**config.mk**
```make
export PLATFORM = sky130hd
export DESIGN_NAME = decode_top
export DESIGN_NICKNAME = d
export VERILOG_FILES = /design/src/design/decode_pkg.sv /design/src/design/decode_top.sv /design/src/design/fault_ctrl.sv /design/src/design/inst_decode.sv /design/src/design/imm_gen.sv /design/src/design/inst_queue.sv
export SDC_FILE = /design/constraint.sdc
export NUM_CORES = 1
export LEC_CHECK = 0
export ABC_AREA = 1
export BUFFER_PORTS_ARGS = -buffer_cell sky130_fd_sc_hd__buf_2
export CAP_MARGIN = 20
export CORE_ASPECT_RATIO = 1.2
export CORE_UTILIZATION = 55
export DETAILED_ROUTE_END_ITERATION = 7
export PLACE_DENSITY_LB_ADDON = 0.15
export SYNTH_ARGS = -nofsm -noshare
export SYNTH_HDL_FRONTEND = slang
export SYNTH_SLANG_ARGS = --single-unit
```
**constraint.sdc**
```tcl
create_clock -name i_clock -period 4.5 [get_ports i_clock]
set_input_delay 0.45 -clock i_clock [delete_from_list [all_inputs] [get_ports i_clock]]
set_output_delay 0.45 -clock i_clock [all_outputs]
set_load 0.02 [all_outputs]
```
**src/design/decode_pkg.sv**
```systemverilog
`default_nettype none

package decode_pkg;

	parameter int xlen = 32; // Data and address width.
	parameter int reg_index_w = 5;

	// RV32I major opcodes handled by the decoder.
	typedef enum logic [6:0] {
		OPC_LUI    = 7'b0110111,
		OPC_AUIPC  = 7'b0010111,
		OPC_JAL    = 7'b1101111,
		OPC_JALR   = 7'b1100111,
		OPC_BRANCH = 7'b1100011,
		OPC_LOAD   = 7'b0000011,
		OPC_STORE  = 7'b0100011,
		OPC_OP_IMM = 7'b0010011,
		OPC_OP     = 7'b0110011
	} opcode_t;

	typedef enum logic [2:0] {
		IMM_NONE = 3'd0,
		IMM_I    = 3'd1,
		IMM_S    = 3'd2,
		IMM_B    = 3'd3,
		IMM_U    = 3'd4,
		IMM_J    = 3'd5
	} imm_fmt_t;

	// The branch compares share the ALU operation field with arithmetic.
	typedef enum logic [3:0] {
		ALU_ADD  = 4'd0,
		ALU_SUB  = 4'd1,
		ALU_SLL  = 4'd2,
		ALU_SLT  = 4'd3,
		ALU_SLTU = 4'd4,
		ALU_XOR  = 4'd5,
		ALU_SRL  = 4'd6,
		ALU_SRA  = 4'd7,
		ALU_OR   = 4'd8,
		ALU_AND  = 4'd9,
		ALU_EQ   = 4'd10,
		ALU_NE   = 4'd11,
		ALU_LT   = 4'd12,
		ALU_GE   = 4'd13,
		ALU_LTU  = 4'd14,
		ALU_GEU  = 4'd15
	} alu_op_t;

	typedef enum logic [2:0] {
		SEL_ZERO = 3'd0,
		SEL_RS1  = 3'd1,
		SEL_RS2  = 3'd2,
		SEL_PC   = 3'd3,
		SEL_IMM  = 3'd4
	} operand_sel_t;

	// Encoded like funct3[1:0] of loads and stores.
	typedef enum logic [1:0] {
		MEM_BYTE = 2'd0,
		MEM_HALF = 2'd1,
		MEM_WORD = 2'd2
	} mem_width_t;

endpackage

`default_nettype wire
```
**src/design/decode_top.sv**
```systemverilog
`timescale 1ns/100ps
`default_nettype none

module decode_top #(
	parameter int QUEUE_DEPTH = 4
) (
	input wire i_clock,
	input wire i_reset,
	input wire i_inst_strobe,
	input wire [31:0] i_inst,
	input wire [decode_pkg::xlen-1:0] i_pc,
	input wire i_execute_busy,
	input wire i_fault_clear,
	output wire o_queue_full,
	output wire o_overflow,
	output wire o_fault,
	output wire o_valid,
	output wire [decode_pkg::xlen-1:0] o_out_pc,
	output wire [decode_pkg::reg_index_w-1:0] o_rd,
	output wire [decode_pkg::reg_index_w-1:0] o_rs1,
	output wire [decode_pkg::reg_index_w-1:0] o_rs2,
	output wire [decode_pkg::xlen-1:0] o_out_imm,
	output wire decode_pkg::alu_op_t o_alu_op,
	output wire decode_pkg::operand_sel_t o_operand1,
	output wire decode_pkg::operand_sel_t o_operand2,
	output wire o_mem_read,
	output wire o_mem_write,
	output wire decode_pkg::mem_width_t o_mem_width,
	output wire o_mem_signed,
	output wire o_jump,
	output wire o_branch,
	output wire o_writes_rd
);

	wire [decode_pkg::xlen-1:0] q_pc;
	wire [31:0] q_inst;
	wire q_empty;
	wire q_pop;
	wire [decode_pkg::xlen-1:0] imm;
	wire decode_pkg::imm_fmt_t imm_fmt;
	wire run;
	wire flush;
	wire fault_event;

	inst_queue #(.DEPTH(QUEUE_DEPTH)) u_queue (
		.i_clock(i_clock), .i_reset(i_reset),
		.i_push(i_inst_strobe), .i_pc(i_pc), .i_inst(i_inst),
		.i_pop(q_pop), .i_flush(flush),
		.o_pc(q_pc), .o_inst(q_inst), .o_empty(q_empty),
		.o_full(o_queue_full), .o_overflow(o_overflow)
	);

	imm_gen u_imm_gen (.i_inst(q_inst), .o_imm(imm), .o_fmt(imm_fmt));

	fault_ctrl u_fault_ctrl (
		.i_clock(i_clock), .i_reset(i_reset),
		.i_fault_event(fault_event), .i_fault_clear(i_fault_clear),
		.o_run(run), .o_flush(flush), .o_fault(o_fault)
	);

	inst_decode u_decode (
		.i_clock(i_clock), .i_reset(i_reset),
		.i_pc(q_pc), .i_inst(q_inst), .i_empty(q_empty), .o_pop(q_pop),
		.i_imm(imm), .i_fmt(imm_fmt), .i_run(run), .i_execute_busy(i_execute_busy),
		.o_fault_event(fault_event), .o_valid(o_valid), .o_out_pc(o_out_pc),
		.o_rd(o_rd), .o_rs1(o_rs1), .o_rs2(o_rs2), .o_out_imm(o_out_imm),
		.o_alu_op(o_alu_op), .o_operand1(o_operand1), .o_operand2(o_operand2),
		.o_mem_read(o_mem_read), .o_mem_write(o_mem_write),
		.o_mem_width(o_mem_width), .o_mem_signed(o_mem_signed),
		.o_jump(o_jump), .o_branch(o_branch), .o_writes_rd(o_writes_rd)
	);

endmodule

`default_nettype wire

```
**src/design/fault_ctrl.sv**
```systemverilog
`timescale 1ns/100ps
`default_nettype none

module fault_ctrl (
	input wire i_clock,
	input wire i_reset,
	input wire i_fault_event,
	input wire i_fault_clear,
	output logic o_run,
	output logic o_flush,
	output logic o_fault
);

	typedef enum logic {
		RUN  = 1'b0,
		HALT = 1'b1
	} state_t;

	state_t state;
	state_t state_next;

	always_comb begin
		state_next = state;
		case (state)
			RUN:
				if (i_fault_event)
					state_next = HALT;
			HALT:
				if (i_fault_clear)
					state_next = RUN;
			default: state_next = RUN;
		endcase
	end

	always_ff @(posedge i_clock) begin
		if (i_reset)
			state <= RUN;
		else
			state <= state_next;
	end

	assign o_run = (state == RUN);
	assign o_fault = (state == HALT);

	// The queue empties on the same edge that returns the machine to RUN.
	assign o_flush = (state == HALT) && i_fault_clear;

endmodule

`default_nettype wire

```
**src/design/inst_decode.sv**
```systemverilog
`timescale 1ns/100ps
`default_nettype none

module inst_decode (
	input wire i_clock,
	input wire i_reset,
	input wire [decode_pkg::xlen-1:0] i_pc,
	input wire [31:0] i_inst,
	input wire i_empty,
	output logic o_pop,
	input wire [decode_pkg::xlen-1:0] i_imm,
	input wire decode_pkg::imm_fmt_t i_fmt,
	input wire i_run,
	input wire i_execute_busy,
	output logic o_fault_event,
	output logic o_valid,
	output logic [decode_pkg::xlen-1:0] o_out_pc,
	output logic [decode_pkg::reg_index_w-1:0] o_rd,
	output logic [decode_pkg::reg_index_w-1:0] o_rs1,
	output logic [decode_pkg::reg_index_w-1:0] o_rs2,
	output logic [decode_pkg::xlen-1:0] o_out_imm,
	output decode_pkg::alu_op_t o_alu_op,
	output decode_pkg::operand_sel_t o_operand1,
	output decode_pkg::operand_sel_t o_operand2,
	output logic o_mem_read,
	output logic o_mem_write,
	output decode_pkg::mem_width_t o_mem_width,
	output logic o_mem_signed,
	output logic o_jump,
	output logic o_branch,
	output logic o_writes_rd
);

	decode_pkg::opcode_t opcode;
	logic [2:0] funct3;
	logic [6:0] funct7;
	logic take;
	logic consume;
	logic dec_ok;
	decode_pkg::alu_op_t alu_op;
	decode_pkg::operand_sel_t operand1;
	decode_pkg::operand_sel_t operand2;
	logic mem_read;
	logic mem_write;
	decode_pkg::mem_width_t mem_width;
	logic mem_signed;
	logic jump;
	logic branch;
	logic writes_rd;

	// Shared funct3 table of OP and OP_IMM; alt selects SUB and SRA.
	function automatic decode_pkg::alu_op_t arith_op(input logic [2:0] f3, input logic alt);
		case (f3)
			3'b000: return alt ? decode_pkg::ALU_SUB : decode_pkg::ALU_ADD;
			3'b001: return decode_pkg::ALU_SLL;
			3'b010: return decode_pkg::ALU_SLT;
			3'b011: return decode_pkg::ALU_SLTU;
			3'b100: return decode_pkg::ALU_XOR;
			3'b101: return alt ? decode_pkg::ALU_SRA : decode_pkg::ALU_SRL;
			3'b110: return decode_pkg::ALU_OR;
			default: return decode_pkg::ALU_AND;
		endcase
	endfunction

	assign opcode = decode_pkg::opcode_t'(i_inst[6:0]);
	assign funct3 = i_inst[14:12];
	assign funct7 = i_inst[31:25];

	// The output register is free when empty or being consumed this cycle.
	assign consume = o_valid && !i_execute_busy;
	assign take = !i_empty && i_run && (!o_valid || !i_execute_busy);
	assign o_pop = take;
	assign o_fault_event = take && !dec_ok;

	always_comb begin
		dec_ok = 1'b1;
		alu_op = decode_pkg::ALU_ADD;
		operand1 = decode_pkg::SEL_RS1;
		mem_read = 1'b0;
		mem_write = 1'b0;
		mem_width = decode_pkg::MEM_WORD;
		mem_signed = 1'b0;
		jump = 1'b0;
		branch = 1'b0;
		case (opcode)
			decode_pkg::OPC_LUI: operand1 = decode_pkg::SEL_ZERO;
			decode_pkg::OPC_AUIPC: operand1 = decode_pkg::SEL_PC;
			decode_pkg::OPC_JAL: begin
				operand1 = decode_pkg::SEL_PC; // Target is PC plus offset.
				jump = 1'b1;
			end
			decode_pkg::OPC_JALR: jump = 1'b1;
			decode_pkg::OPC_BRANCH: begin
				branch = 1'b1;
				case (funct3)
					3'b000: alu_op = decode_pkg::ALU_EQ;
					3'b001: alu_op = decode_pkg::ALU_NE;
					3'b100: alu_op = decode_pkg::ALU_LT;
					3'b101: alu_op = decode_pkg::ALU_GE;
					3'b110: alu_op = decode_pkg::ALU_LTU;
					3'b111: alu_op = decode_pkg::ALU_GEU;
					default: dec_ok = 1'b0;
				endcase
			end
			decode_pkg::OPC_LOAD: begin
				mem_read = 1'b1;
				mem_width = decode_pkg::mem_width_t'(funct3[1:0]);
				mem_signed = !funct3[2]; // LBU and LHU zero-extend.
				if (funct3[1:0] == 2'b11 || funct3 == 3'b110)
					dec_ok = 1'b0;
			end
			decode_pkg::OPC_STORE: begin
				mem_write = 1'b1;
				mem_width = decode_pkg::mem_width_t'(funct3[1:0]);
				if (funct3[2] || funct3[1:0] == 2'b11)
					dec_ok = 1'b0;
			end
			decode_pkg::OPC_OP_IMM: alu_op = arith_op(funct3, funct3 == 3'b101 && i_inst[30]);
			decode_pkg::OPC_OP: begin
				alu_op = arith_op(funct3, i_inst[30]);
				if (funct7 != 7'h00 && funct7 != 7'h20)
					dec_ok = 1'b0; // M extension lands here.
			end
			default: dec_ok = 1'b0;
		endcase
	end

	// Branches and register-register ops take rs2, everything else the immediate.
	assign operand2 = (i_fmt == decode_pkg::IMM_B || i_fmt == decode_pkg::IMM_NONE) ?
		decode_pkg::SEL_RS2 : decode_pkg::SEL_IMM;
	assign writes_rd = !(i_fmt == decode_pkg::IMM_S || i_fmt == decode_pkg::IMM_B);

	always_ff @(posedge i_clock) begin
		if (i_reset)
			o_valid <= 1'b0;
		else if (take)
			o_valid <= dec_ok; // A faulting word leaves no record.
		else if (consume)
			o_valid <= 1'b0;
	end

	always_ff @(posedge i_clock) begin
		if (take) begin
			o_out_pc <= i_pc;
			o_rd <= i_inst[11:7];
			o_rs1 <= i_inst[19:15];
			o_rs2 <= i_inst[24:20];
			o_out_imm <= i_imm;
			o_alu_op <= alu_op;
			o_operand1 <= operand1;
			o_operand2 <= operand2;
			o_mem_read <= mem_read;
			o_mem_write <= mem_write;
			o_mem_width <= mem_width;
			o_mem_signed <= mem_signed;
			o_jump <= jump;
			o_branch <= branch;
			o_writes_rd <= writes_rd;
		end
	end

endmodule

`default_nettype wire

```
**src/design/imm_gen.sv**
```systemverilog
`timescale 1ns/100ps
`default_nettype none

module imm_gen (
	input wire [31:0] i_inst,
	output logic [decode_pkg::xlen-1:0] o_imm,
	output decode_pkg::imm_fmt_t o_fmt
);

	decode_pkg::opcode_t opcode;
	logic is_shift_imm;
	logic [31:0] imm_i;
	logic [31:0] imm_s;
	logic [31:0] imm_b;
	logic [31:0] imm_u;
	logic [31:0] imm_j;

	assign opcode = decode_pkg::opcode_t'(i_inst[6:0]);

	// SLLI, SRLI and SRAI carry a shift amount instead of a signed immediate.
	assign is_shift_imm = (opcode == decode_pkg::OPC_OP_IMM) && (i_inst[13:12] == 2'b01);

	assign imm_i = {{21{i_inst[31]}}, i_inst[30:20]};
	assign imm_s = {{21{i_inst[31]}}, i_inst[30:25], i_inst[11:7]};
	assign imm_b = {{20{i_inst[31]}}, i_inst[7], i_inst[30:25], i_inst[11:8], 1'b0};
	assign imm_u = {i_inst[31:12], 12'b0};
	assign imm_j = {{12{i_inst[31]}}, i_inst[19:12], i_inst[20], i_inst[30:21], 1'b0};

	always_comb begin
		case (opcode)
			decode_pkg::OPC_LUI,
			decode_pkg::OPC_AUIPC: o_fmt = decode_pkg::IMM_U;
			decode_pkg::OPC_JAL: o_fmt = decode_pkg::IMM_J;
			decode_pkg::OPC_JALR,
			decode_pkg::OPC_LOAD,
			decode_pkg::OPC_OP_IMM: o_fmt = decode_pkg::IMM_I;
			decode_pkg::OPC_STORE: o_fmt = decode_pkg::IMM_S;
			decode_pkg::OPC_BRANCH: o_fmt = decode_pkg::IMM_B;
			default: o_fmt = decode_pkg::IMM_NONE; // OP and everything unsupported.
		endcase
	end

	always_comb begin
		case (o_fmt)
			decode_pkg::IMM_I: o_imm = is_shift_imm ? {27'b0, i_inst[24:20]} : imm_i;
			decode_pkg::IMM_S: o_imm = imm_s;
			decode_pkg::IMM_B: o_imm = imm_b;
			decode_pkg::IMM_U: o_imm = imm_u;
			decode_pkg::IMM_J: o_imm = imm_j;
			default: o_imm = '0;
		endcase
	end

endmodule

`default_nettype wire

```
**src/design/inst_queue.sv**
```systemverilog
`timescale 1ns/100ps
`default_nettype none

module inst_queue #(
	parameter int DEPTH = 4
) (
	input wire i_clock,
	input wire i_reset,
	input wire i_push,
	input wire [decode_pkg::xlen-1:0] i_pc,
	input wire [31:0] i_inst,
	input wire i_pop,
	input wire i_flush,
	output logic [decode_pkg::xlen-1:0] o_pc,
	output logic [31:0] o_inst,
	output logic o_empty,
	output logic o_full,
	output logic o_overflow
);

	localparam int PTR_W = (DEPTH > 1) ? $clog2(DEPTH) : 1;
	localparam int CNT_W = $clog2(DEPTH + 1);

	logic [decode_pkg::xlen-1:0] pc_mem [DEPTH];
	logic [31:0] inst_mem [DEPTH];
	logic [PTR_W-1:0] wr_ptr;
	logic [PTR_W-1:0] rd_ptr;
	logic [CNT_W-1:0] count;
	logic do_push;
	logic do_pop;

	function automatic logic [PTR_W-1:0] next_ptr(input logic [PTR_W-1:0] ptr);
		return (ptr == PTR_W'(DEPTH - 1)) ? '0 : ptr + 1'b1; // Wraps for any depth.
	endfunction

	assign o_empty = (count == '0);
	assign o_full = (count == CNT_W'(DEPTH));
	assign do_push = i_push && !o_full && !i_flush;
	assign do_pop = i_pop && !o_empty && !i_flush;

	// The head is visible without a read strobe.
	assign o_pc = pc_mem[rd_ptr];
	assign o_inst = inst_mem[rd_ptr];

	always_ff @(posedge i_clock) begin
		if (do_push) begin
			pc_mem[wr_ptr] <= i_pc;
			inst_mem[wr_ptr] <= i_inst;
		end
	end

	always_ff @(posedge i_clock) begin
		if (i_reset) begin
			wr_ptr <= '0;
			rd_ptr <= '0;
			count <= '0;
			o_overflow <= 1'b0;
		end
		else begin
			if (i_flush) begin
				wr_ptr <= '0;
				rd_ptr <= '0;
				count <= '0;
			end
			else begin
				if (do_push)
					wr_ptr <= next_ptr(wr_ptr);
				if (do_pop)
					rd_ptr <= next_ptr(rd_ptr);
				if (do_push && !do_pop)
					count <= count + 1'b1;
				else if (do_pop && !do_push)
					count <= count - 1'b1;
			end
			if (i_push && o_full)
				o_overflow <= 1'b1; // Sticky until reset.
		end
	end

endmodule

`default_nettype wire

```
# Yosys cells after proc, flatten, opt, wreduce, memory -nomap -nowiden
# Memories as Yosys holds them, arrays and structs flattened. A register that Yosys moved wholly into a read port is not among the register bits.
# Cells that the tools add are included.
[totals] mem_count=2 wordCells=133 ramBits=256 out_inout_bits=101 in_bits=69 reg_bits=75
[mem_list] name="u_queue.inst_mem" depth=4 word_bits=32 rd=1 rd_clocked_by_memory_dff=1 wr=1 line_no="inst_queue.sv:25" text="logic [31:0] inst_mem [DEPTH];"
[mem_list] name="u_queue.pc_mem" depth=4 word_bits=32 rd=1 rd_clocked_by_memory_dff=1 wr=1 line_no="inst_queue.sv:24" text="logic [decode_pkg::xlen-1:0] pc_mem [DEPTH];"
[classes] n_eq_ne=27 bitwise_logic=1 muxes=35 add_sub_neg=4 n_reduce_logical=44
[op_table] operator="case mux 32 bit (5 select lines)" count=1
[op_table] operator="case mux 4 bit (7 select lines)" count=2
[op_table] operator="2-to-1 mux 32 bit" count=1
[op_table] operator="case mux 4 bit (6 select lines)" count=1
[op_table] operator="equality test 3 bit, second input constant" count=7
[op_table] operator="equality test 7 x 6 -> 1 bit, second input constant" count=3
[op_table] operator="equality test 7 bit, second input constant" count=3
[op_table] operator="2-to-1 mux 1 bit" count=18
[op_table] operator="logical AND 1 bit" count=15
[op_table] operator="case mux 3 bit (5 select lines)" count=1
[op_table] operator="equality test 7 x 5 -> 1 bit, second input constant" count=2
[op_table] operator="equality test 3 x 2 -> 1 bit, second input constant" count=4
[op_table] operator="case mux 4 bit (3 select lines)" count=1
[op_table] operator="logical NOT 1 bit" count=10
[op_table] operator="OR reduction 2 bit" count=5
[op_table] operator="logical NOT 3 bit" count=3
[op_table] operator="2-to-1 mux 3 bit" count=3
[op_table] operator="2-to-1 mux 2 bit" count=4
[op_table] operator="equality test 7 x 2 -> 1 bit, second input constant" count=1
[op_table] operator="!= test 7 x 6 -> 1 bit, second input constant" count=1
[op_table] operator="nonzero test 7 bit" count=1
[op_table] operator="equality test 2 bit, second input constant" count=3
[op_table] operator="equality test 3 x 1 -> 1 bit, second input constant" count=2
[op_table] operator="OR reduction 6 bit" count=1
[op_table] operator="12 further kinds" count=18

# Logic depth before layout (Yosys ltp)
# Gate-level depths: netlist of the first run.
[depth] word_depth=9 mapped_depth=17 ltp_nobuf=14

# Hierarchy
# From an unflattened synthesis of the first run, not the netlist that was laid out.
[unflattened] cells_unflattened=1119 area_unflattened_um2=14467.6
[by_module_without_submodules] mod="inst_queue" area_each_um2=10052.1 cells_per_inst=698 n_inst=1 seq_area_each_um2=7887.6
[by_module_without_submodules] mod="inst_decode" area_each_um2=3363.2 cells_per_inst=195 n_inst=1 seq_area_each_um2=2872.8
[by_module_without_submodules] mod="imm_gen" area_each_um2=1003.5 cells_per_inst=218 n_inst=1 seq_area_each_um2=0.0
[by_module_without_submodules] mod="fault_ctrl" area_each_um2=48.8 cells_per_inst=8 n_inst=1 seq_area_each_um2=20.0

# Worst setup path before layout of the first run
# No wires, ideal clock.
[synth_path] path_kind="flip-flop to flip-flop" from="register u_queue.count[0]" to="memory u_queue.inst_mem[0][0] (enable)" path_buffers=0 required_ns=4.013 path_slack_ns=0.476 arrival_time_ns=3.538 setup_ns=0.487 path_stages_with_launch=5 period_less_slack_ns=4.024 cell_sequence="dfxtp_1 nor3_1 nor2_1 o21ai_1 nor2_1"
[synth_between] elab_chain_len=6
[synth_lines] item="from (decl)" line_no="inst_queue.sv:28" text="logic [CNT_W-1:0] count;"
[synth_lines] item="from (signal assigned)" line_no="inst_queue.sv:71" text="count <= count + 1'b1;"
[synth_lines] item="from (signal assigned)" line_no="inst_queue.sv:73" text="count <= count - 1'b1;"
[synth_lines] item="equality test 3 bit" line_no="inst_queue.sv:37" text="assign o_full = (count == CNT_W'(DEPTH));"
[synth_lines] item="via o_queue_full" line_no="decode_top.sv:14" text="output wire o_queue_full,"
[synth_lines] item="logical NOT 1 bit" line_no="inst_queue.sv:38" text="assign do_push = i_push && !o_full && !i_flush;"
[synth_lines] item="logical AND 1 bit (2 in series)" line_no="inst_queue.sv:38"
[synth_lines] item="2-to-1 mux 1 bit" line_no="inst_queue.sv:46" text="if (do_push) begin"
[synth_lines] item="2-to-1 mux 1 bit (not written as such)" line_no="inst_queue.sv:48" text="inst_mem[wr_ptr] <= i_inst;"
[synth_lines] item="to (decl)" line_no="inst_queue.sv:25"
# The timed path passes the listed nets, and every way through them passes these cells.

==> results of run 1 <==
power breakdown:
group	switching (mW)	internal, mW
clock network	1.16	1.55
registers	0.204	4.79
logic	2.51	0.875
metrics by stage:
stage | std cells | cell area [um^2] | hold WS, ps | setup WS (ps) | util (%)
after floorplan | 989 | 13900 | 482.0 | 475.7 | -
after global placement | 1448 | 15040 | 432.8 | 1885 | 60.75
after detailed placement | 1448 | 15040 | 438.5 | 1825 | 60.75
after CTS | 1510 | 16080 | 131.1 | 1806 | 64.98
after global routing | 1510 | 16080 | 140.7 | 1562 | 64.98
final | 1512 | 16090 | 145.8 | 1837 | 65.00
area by class of cell:
| type | count | area, um^2 | area share [%] |
|---|---|---|---|
| clock buffer | 44 | 909.6 | 5.654 |
| sequential | 363 | 10780 | 67.02 |
| tap | 325 | 406.6 | 2.527 |
| timing repair buffer | 176 | 940.9 | 5.848 |
| clock inverter | 18 | 137.6 | 0.8554 |
| multi-input combinational | 534 | 2711 | 16.85 |
| inverter | 50 | 195.2 | 1.213 |
| antenna | 2 | 5.005 | 0.03111 |
sequential cells by signal, indices dropped and copies added, names as in the netlist, 2 cells and up, named ones only:
name / cells
u_queue.inst_mem: 128
u_queue.pc_mem: 128
u_decode.o_out_imm: 32
u_decode.o_out_pc: 32
u_decode.o_rd: 5
u_decode.o_rs1: 5
u_decode.o_rs2: 5
u_decode.o_alu_op: 4
u_queue.count: 3
u_decode.o_mem_width: 2
u_decode.o_operand1: 2
u_decode.o_operand2: 2
u_queue.rd_ptr: 2
u_queue.wr_ptr: 2
cells in the final DEF, fill, tap and decap left out, types with 3 or more instances in the layout:
master	netlist	routed
o22ai_1	49	49
edfxtp_1	351	351
clkinv_1	0	9
buf_2	6	167
nand3_4	3	3
o21ai_1	7	7
ha_1	6	6
clkbuf_16	0	35
o21ai_0	104	104
a211oi_1	4	4
nor2_4	5	9
nand2_2	18	18
clkinv_2	0	4
inv_2	5	6
nand2_1	127	127
o21ai_2	3	3
nand3_1	40	40
nand2_4	7	7
buf_12	1	3
dfxtp_1	12	10
nor2_1	131	127
buf_4	4	6
inv_1	44	42
clkbuf_1	25	9
a21oi_1	9	9
layer usage:
layer,vias up,global-route usage (%),wire length [um]
met3,45,4.677,1611
li1,3914,-,-
met4,4,6.486,618
met1,3967,27.80,11500
met2,240,36.40,13420
met5,-,0,23
logic make-up (layout without fill, tap and decap cells):
logic type	count (synthesis)	after routing	synth area share, %
AO/OA/AOI/OAI	185	185	7.546
adder cells (fa/ha/maj)	7	7	0.6843
buffers and inverters	92	288	3.151
flip-flops	363	363	77.58
other	1	4	0.02699
AND/OR/NAND/NOR	340	340	11.01
critical path: stages, from the launching register on:
cell and delay (ps):
dfxtp_1 290, buf_4 250, inv_2 500, nand3_1 140, nand2_1 130, nand2_1 100, nor2_4 230, nand2_4 110
nor2_4 90, inv_2 70, nand2_4 80, nand3_4 120, nand2_4 190, o21ai_0 100
how the worst max path moves through the flow:
stage / cells after the start / slack (ps) / endpoint
global route: 13 / 1560 / u_decode.o_out_imm[25]
finish: 13 / 1840 / u_decode.o_out_imm[25]
detailed placement: 13 / 1830 / u_decode.o_out_imm[25]
global placement: 13 / 1890 / u_decode.o_out_imm[25]
CTS: 13 / 1810 / u_decode.o_out_imm[25]
floorplan: 4 / 480 / u_queue.inst_mem[0][0]
==> impl_metrics.toml, run 1 <==
[flow_run]
cap_violations = 0

[timing]
relSlewSlack_pct = 25.51
period_share_pct = 59.18
finalMaxSlewViolations = 0
setup_viol = 0
final.setup.tns_ps = 0
finalClockSkew_ps = 13.98
fmaxAchievable_mhz = 375.5
report.final.hold_viol_count = 0
period_needed_ps = 2663
grt_setup_unrepaired = "false"
worst_pin_slew_ps = 1110

[route]
post_drt_wl_per_cell_um = 17.97
drc = 0
viasPerCell = 5.403
first_pass_iters = 5
dr.first_iter.drc_count = 581
ant_nets = 0
num_vias = 8170
wirelength_um = 27170

[cells_and_area]
syn2layout_area_growth_pct = 15.78
num-fill-cells = 1820
final_net_count = 1236
drive_gt1_share_pct = 23.29

[floorplanning]
start_util_pct = 56.14
coreArea_mm2 = 0.02475
dieWidth_um = 147.1
chipHeight_um = 176.1
die_area_mm2 = 0.02591
rows = 63
top_level_ports = 170

[global_route]
grt_pass1_wl_um = 42840
grt_pass1_vias = 8066
grt_antenna_before_repair = 3
track_usage_pct = 21.45
grt_start_max_net_pins = 83
grt_overflow = 0

[yosys]
async_reset_ff_share_pct = 0
netlist_area_mm2 = 0.01390
synth.top_cell.area_share_pct = 75.85
yosysMostFrequentCell = "edfxtp_1"
ys.flop_type = "edfxtp_1"
ys_top_cells_by_area = "edfxtp_1, o21ai_0, nor2_1, nand2_1, o22ai_1"
ys_ff_latch = 363
synthTopCellsByCount = "edfxtp_1, nor2_1, nand2_1"
synth_cells = 988
ys_seq_area_share_pct = 77.58
yosysWarnings = 0
synth_edf_count = 351
synth_cell_types = 40
synth.avg_cell_area_um2 = 14.06
yosysTopAreaCell = "edfxtp_1"

[clocking]
clk_latency_ps = 510
cts_tree = "built"
cts_setup_buffers = 0
clockBufferDepth = 3
cts_made_buffers = 35
htreeDepth = 2
clock_sinks = 363
cts_hold_buf = 0
cts_resized = 0
cts_root_buf = "clkbuf_16"
clkTransAtPathRegs_ps = 60

[worst_setup_path]
timing.rr.end = "u_decode.o_out_imm[25]"
rrSetupSlack_ps = 1840
crit_path_end_kind = "register"
startpoint_type = "register"
worst-path-max-fanout = 34
reg2regPathDepth = 13
cp_data_required_time_ps = 4740
crit_type = "register to register"
arrival_ps = 2910

[power_and_ir_drop]
pwr_density_cell_mw_per_mm2 = 689.5
peakVddDrop_v = 0.0004267
leakagePower_nw = 6.010
fin_total_pwr_mw = 11.09

[hold_path]
hp-class = "input port to register"
worstHoldPathCells = 2
hp-start = "i_reset"
min_to = "u_fault_ctrl.o_fault"

[place]
globalplace.congestion = 0.8408
io_buffers = 167
dp_hpwl_um = 16320

[run_status]
status = "finished, final reports clean"
No activity file was read; power rests on OpenSTA's default activity.
==> run 2: changes to the inputs <==
==> constraint.sdc (replaced) <==
create_clock -name i_clock -period 2.52 [get_ports i_clock]
set_input_delay 0.252 -clock i_clock [delete_from_list [all_inputs] [get_ports i_clock]]
set_output_delay 0.252 -clock i_clock [all_outputs]
set_load 0.02 [all_outputs]
==> run 2 against run 1 <==
Effect of this change: via count grew 2.9%; sequential cell count is the same; sequential share of layout area shrank 3.7 points; clock-buffer cell count grew 2; combinational power grew 90%; largest cell class unchanged; wire length grew 0.58%.
==> impl_metrics.toml, run 2 (synthesis gave the netlist of run 1 again) <==
[cells_and_area]
seqCellArea_mm2 = 0.01078
syn2layout_area_growth_pct = 22.65
drive_gt1_share_pct = 23.84
multi_input_area_mm2 = 0.002714
num-fill-cells = 1720
mostFrequentLayoutCells = "edfxtp_1, buf_2, nor2_1, nand2_1, o21ai_0"
fin_area_mm2 = 0.01704
reg.largest.list = "u_queue.inst_mem (128), u_queue.pc_mem (128)"
antenna_cells = 0
final_common_cell = "edfxtp_1"
final_net_count = 1323

[clocking]
clk_latency_ps = 510
clock_sinks = 363
cts_hold_buf = 66
cts_setup_buffers = 0
clockBufferDepth = 3
cts_resized = 0
cts_root_buf = "clkbuf_16"
cts_made_buffers = 35
clkTransAtPathRegs_ps = 60
htreeDepth = 2
cts_tree = "built"

[floorplanning]
die_area_mm2 = 0.02591
dieWidth_um = 147.1
start_util_pct = 56.14
chipHeight_um = 176.1
coreArea_mm2 = 0.02475
rows = 63
top_level_ports = 170

[hold_path]
hp-class = "input port to register"

[power_and_ir_drop]
pwr_density_cell_mw_per_mm2 = 1193
leakagePower_nw = 6.451
peakVddDrop_v = 0.0007481

[worst_setup_path]
path_cells = "inv_6 > buf_4 > o21ai_0 > o21ai_1 > nor2_1 > nand2_1 > nor2_1 > nor2_1 > nand4_1 > a21oi_1"
cp_data_required_time_ps = 2950
cp_slowest_cell = "buf_4"
cp_num_buf_inv = 2
crit_type = "register to register"
crit_top_cell = "nor2_1"
critical_path.max_stage_delay_ps = 410
worst-path-max-fanout = 42
arrival_ps = 2750
crit_family = "compound AO/OA/AOI/OAI gates"
startpoint_type = "register"
crit_path_end_kind = "register"

[route]
wirelength_um = 27330
num_vias = 8404
viasPerCell = 5.266
drc = 0
dr.first_iter.drc_count = 508
ant_nets = 0
first_pass_iters = 4
post_drt_wl_per_cell_um = 17.12

[global_route]
grt_antenna_before_repair = 1
grt_pass1_wl_um = 42830
grt_overflow = 0
grt_pass1_vias = 8306
track_usage_pct = 21.53
grt_start_max_net_pins = 66

[place]
io_buffers = 167
globalplace.congestion = 0.8573
dp_hpwl_um = 16460
place_area_mm2 = 0.01523

[flow_run]
cap_violations = 0

[timing]
fmaxAchievable_mhz = 431.9
period_share_pct = 91.88
final.setup.tns_ps = 0
period_needed_ps = 2315
worst_pin_slew_ps = 956.0
setup_viol = 0
relSlewSlack_pct = 36.12
report.final.hold_viol_count = 0
grt_setup_unrepaired = "false"
finalMaxSlewViolations = 0
finalClockSkew_ps = 11.66

[run_status]
status = "finished, final reports clean"
run 2: changes by cell type in the layout (fill, tap and decap cells not counted), moves of 4 or more:
cell / delta
clkinv_2: +4
dlygate4sd3_1: +66
clkinv_1: -6
buf_12: +6
buf_4: +14
run 2: metrics by stage:
stage	worst slack (ps)	std cells	util (%)	power, mW	hold slack [ps]
after floorplan	-480.9	989	-	13.32	321.1
after global placement	169.3	1466	61.52	15.25	435.7
after detailed placement	156.9	1466	61.52	15.36	436.7
after CTS	132.4	1593	68.58	20.43	9.911
after global routing	54.09	1596	68.86	21.37	61.95
final	204.6	1596	68.86	20.33	31.17
run 2: worst paths after layout:
| path | from | end | slack, ps | cells after the start |
|---|---|---|---|---|
| max | register | u_fault_ctrl.o_fault | 200 | 10 |
| max reg2reg | register | u_fault_ctrl.o_fault | 200 | 10 |
| min reg2reg | u_fault_ctrl.o_fault | u_fault_ctrl.o_fault | 500 | 2 |
| min | i_fault_clear | u_fault_ctrl.o_fault | 30 | 4 |
run 2: final cells by class:
class                      instances  area share, %
multi-input combinational        534          15.92
sequential                       363          63.27
tap                              325          2.386
clock inverter                    15         0.7562
timing repair buffer             263          10.88
clock buffer                      46          5.631
inverter                          50          1.153
run 2: report_power, final:
part           leakage [nW]  internal, mW  total, mW  switching (mW)
combinational          2.56          1.90       6.45            4.55
sequential             3.35          8.53       8.90           0.369
clock                 0.539          2.89       4.98            2.08
run 2: per-layer routing:
| layer | GRT usage, % | part of all wire [%] |
|---|---|---|
| met5 | 0 | 0.037 |
| met3 | 3.902 | 5.1 |
| met1 | 25.31 | 40 |
| met2 | 39.45 | 53 |
| met4 | 7.560 | 2.5 |
run 2: tightest hold or removal path, stage by stage:
cell and delay (ps):
buf_2 70, inv_1 50, nand2_1 50, a21oi_1 60
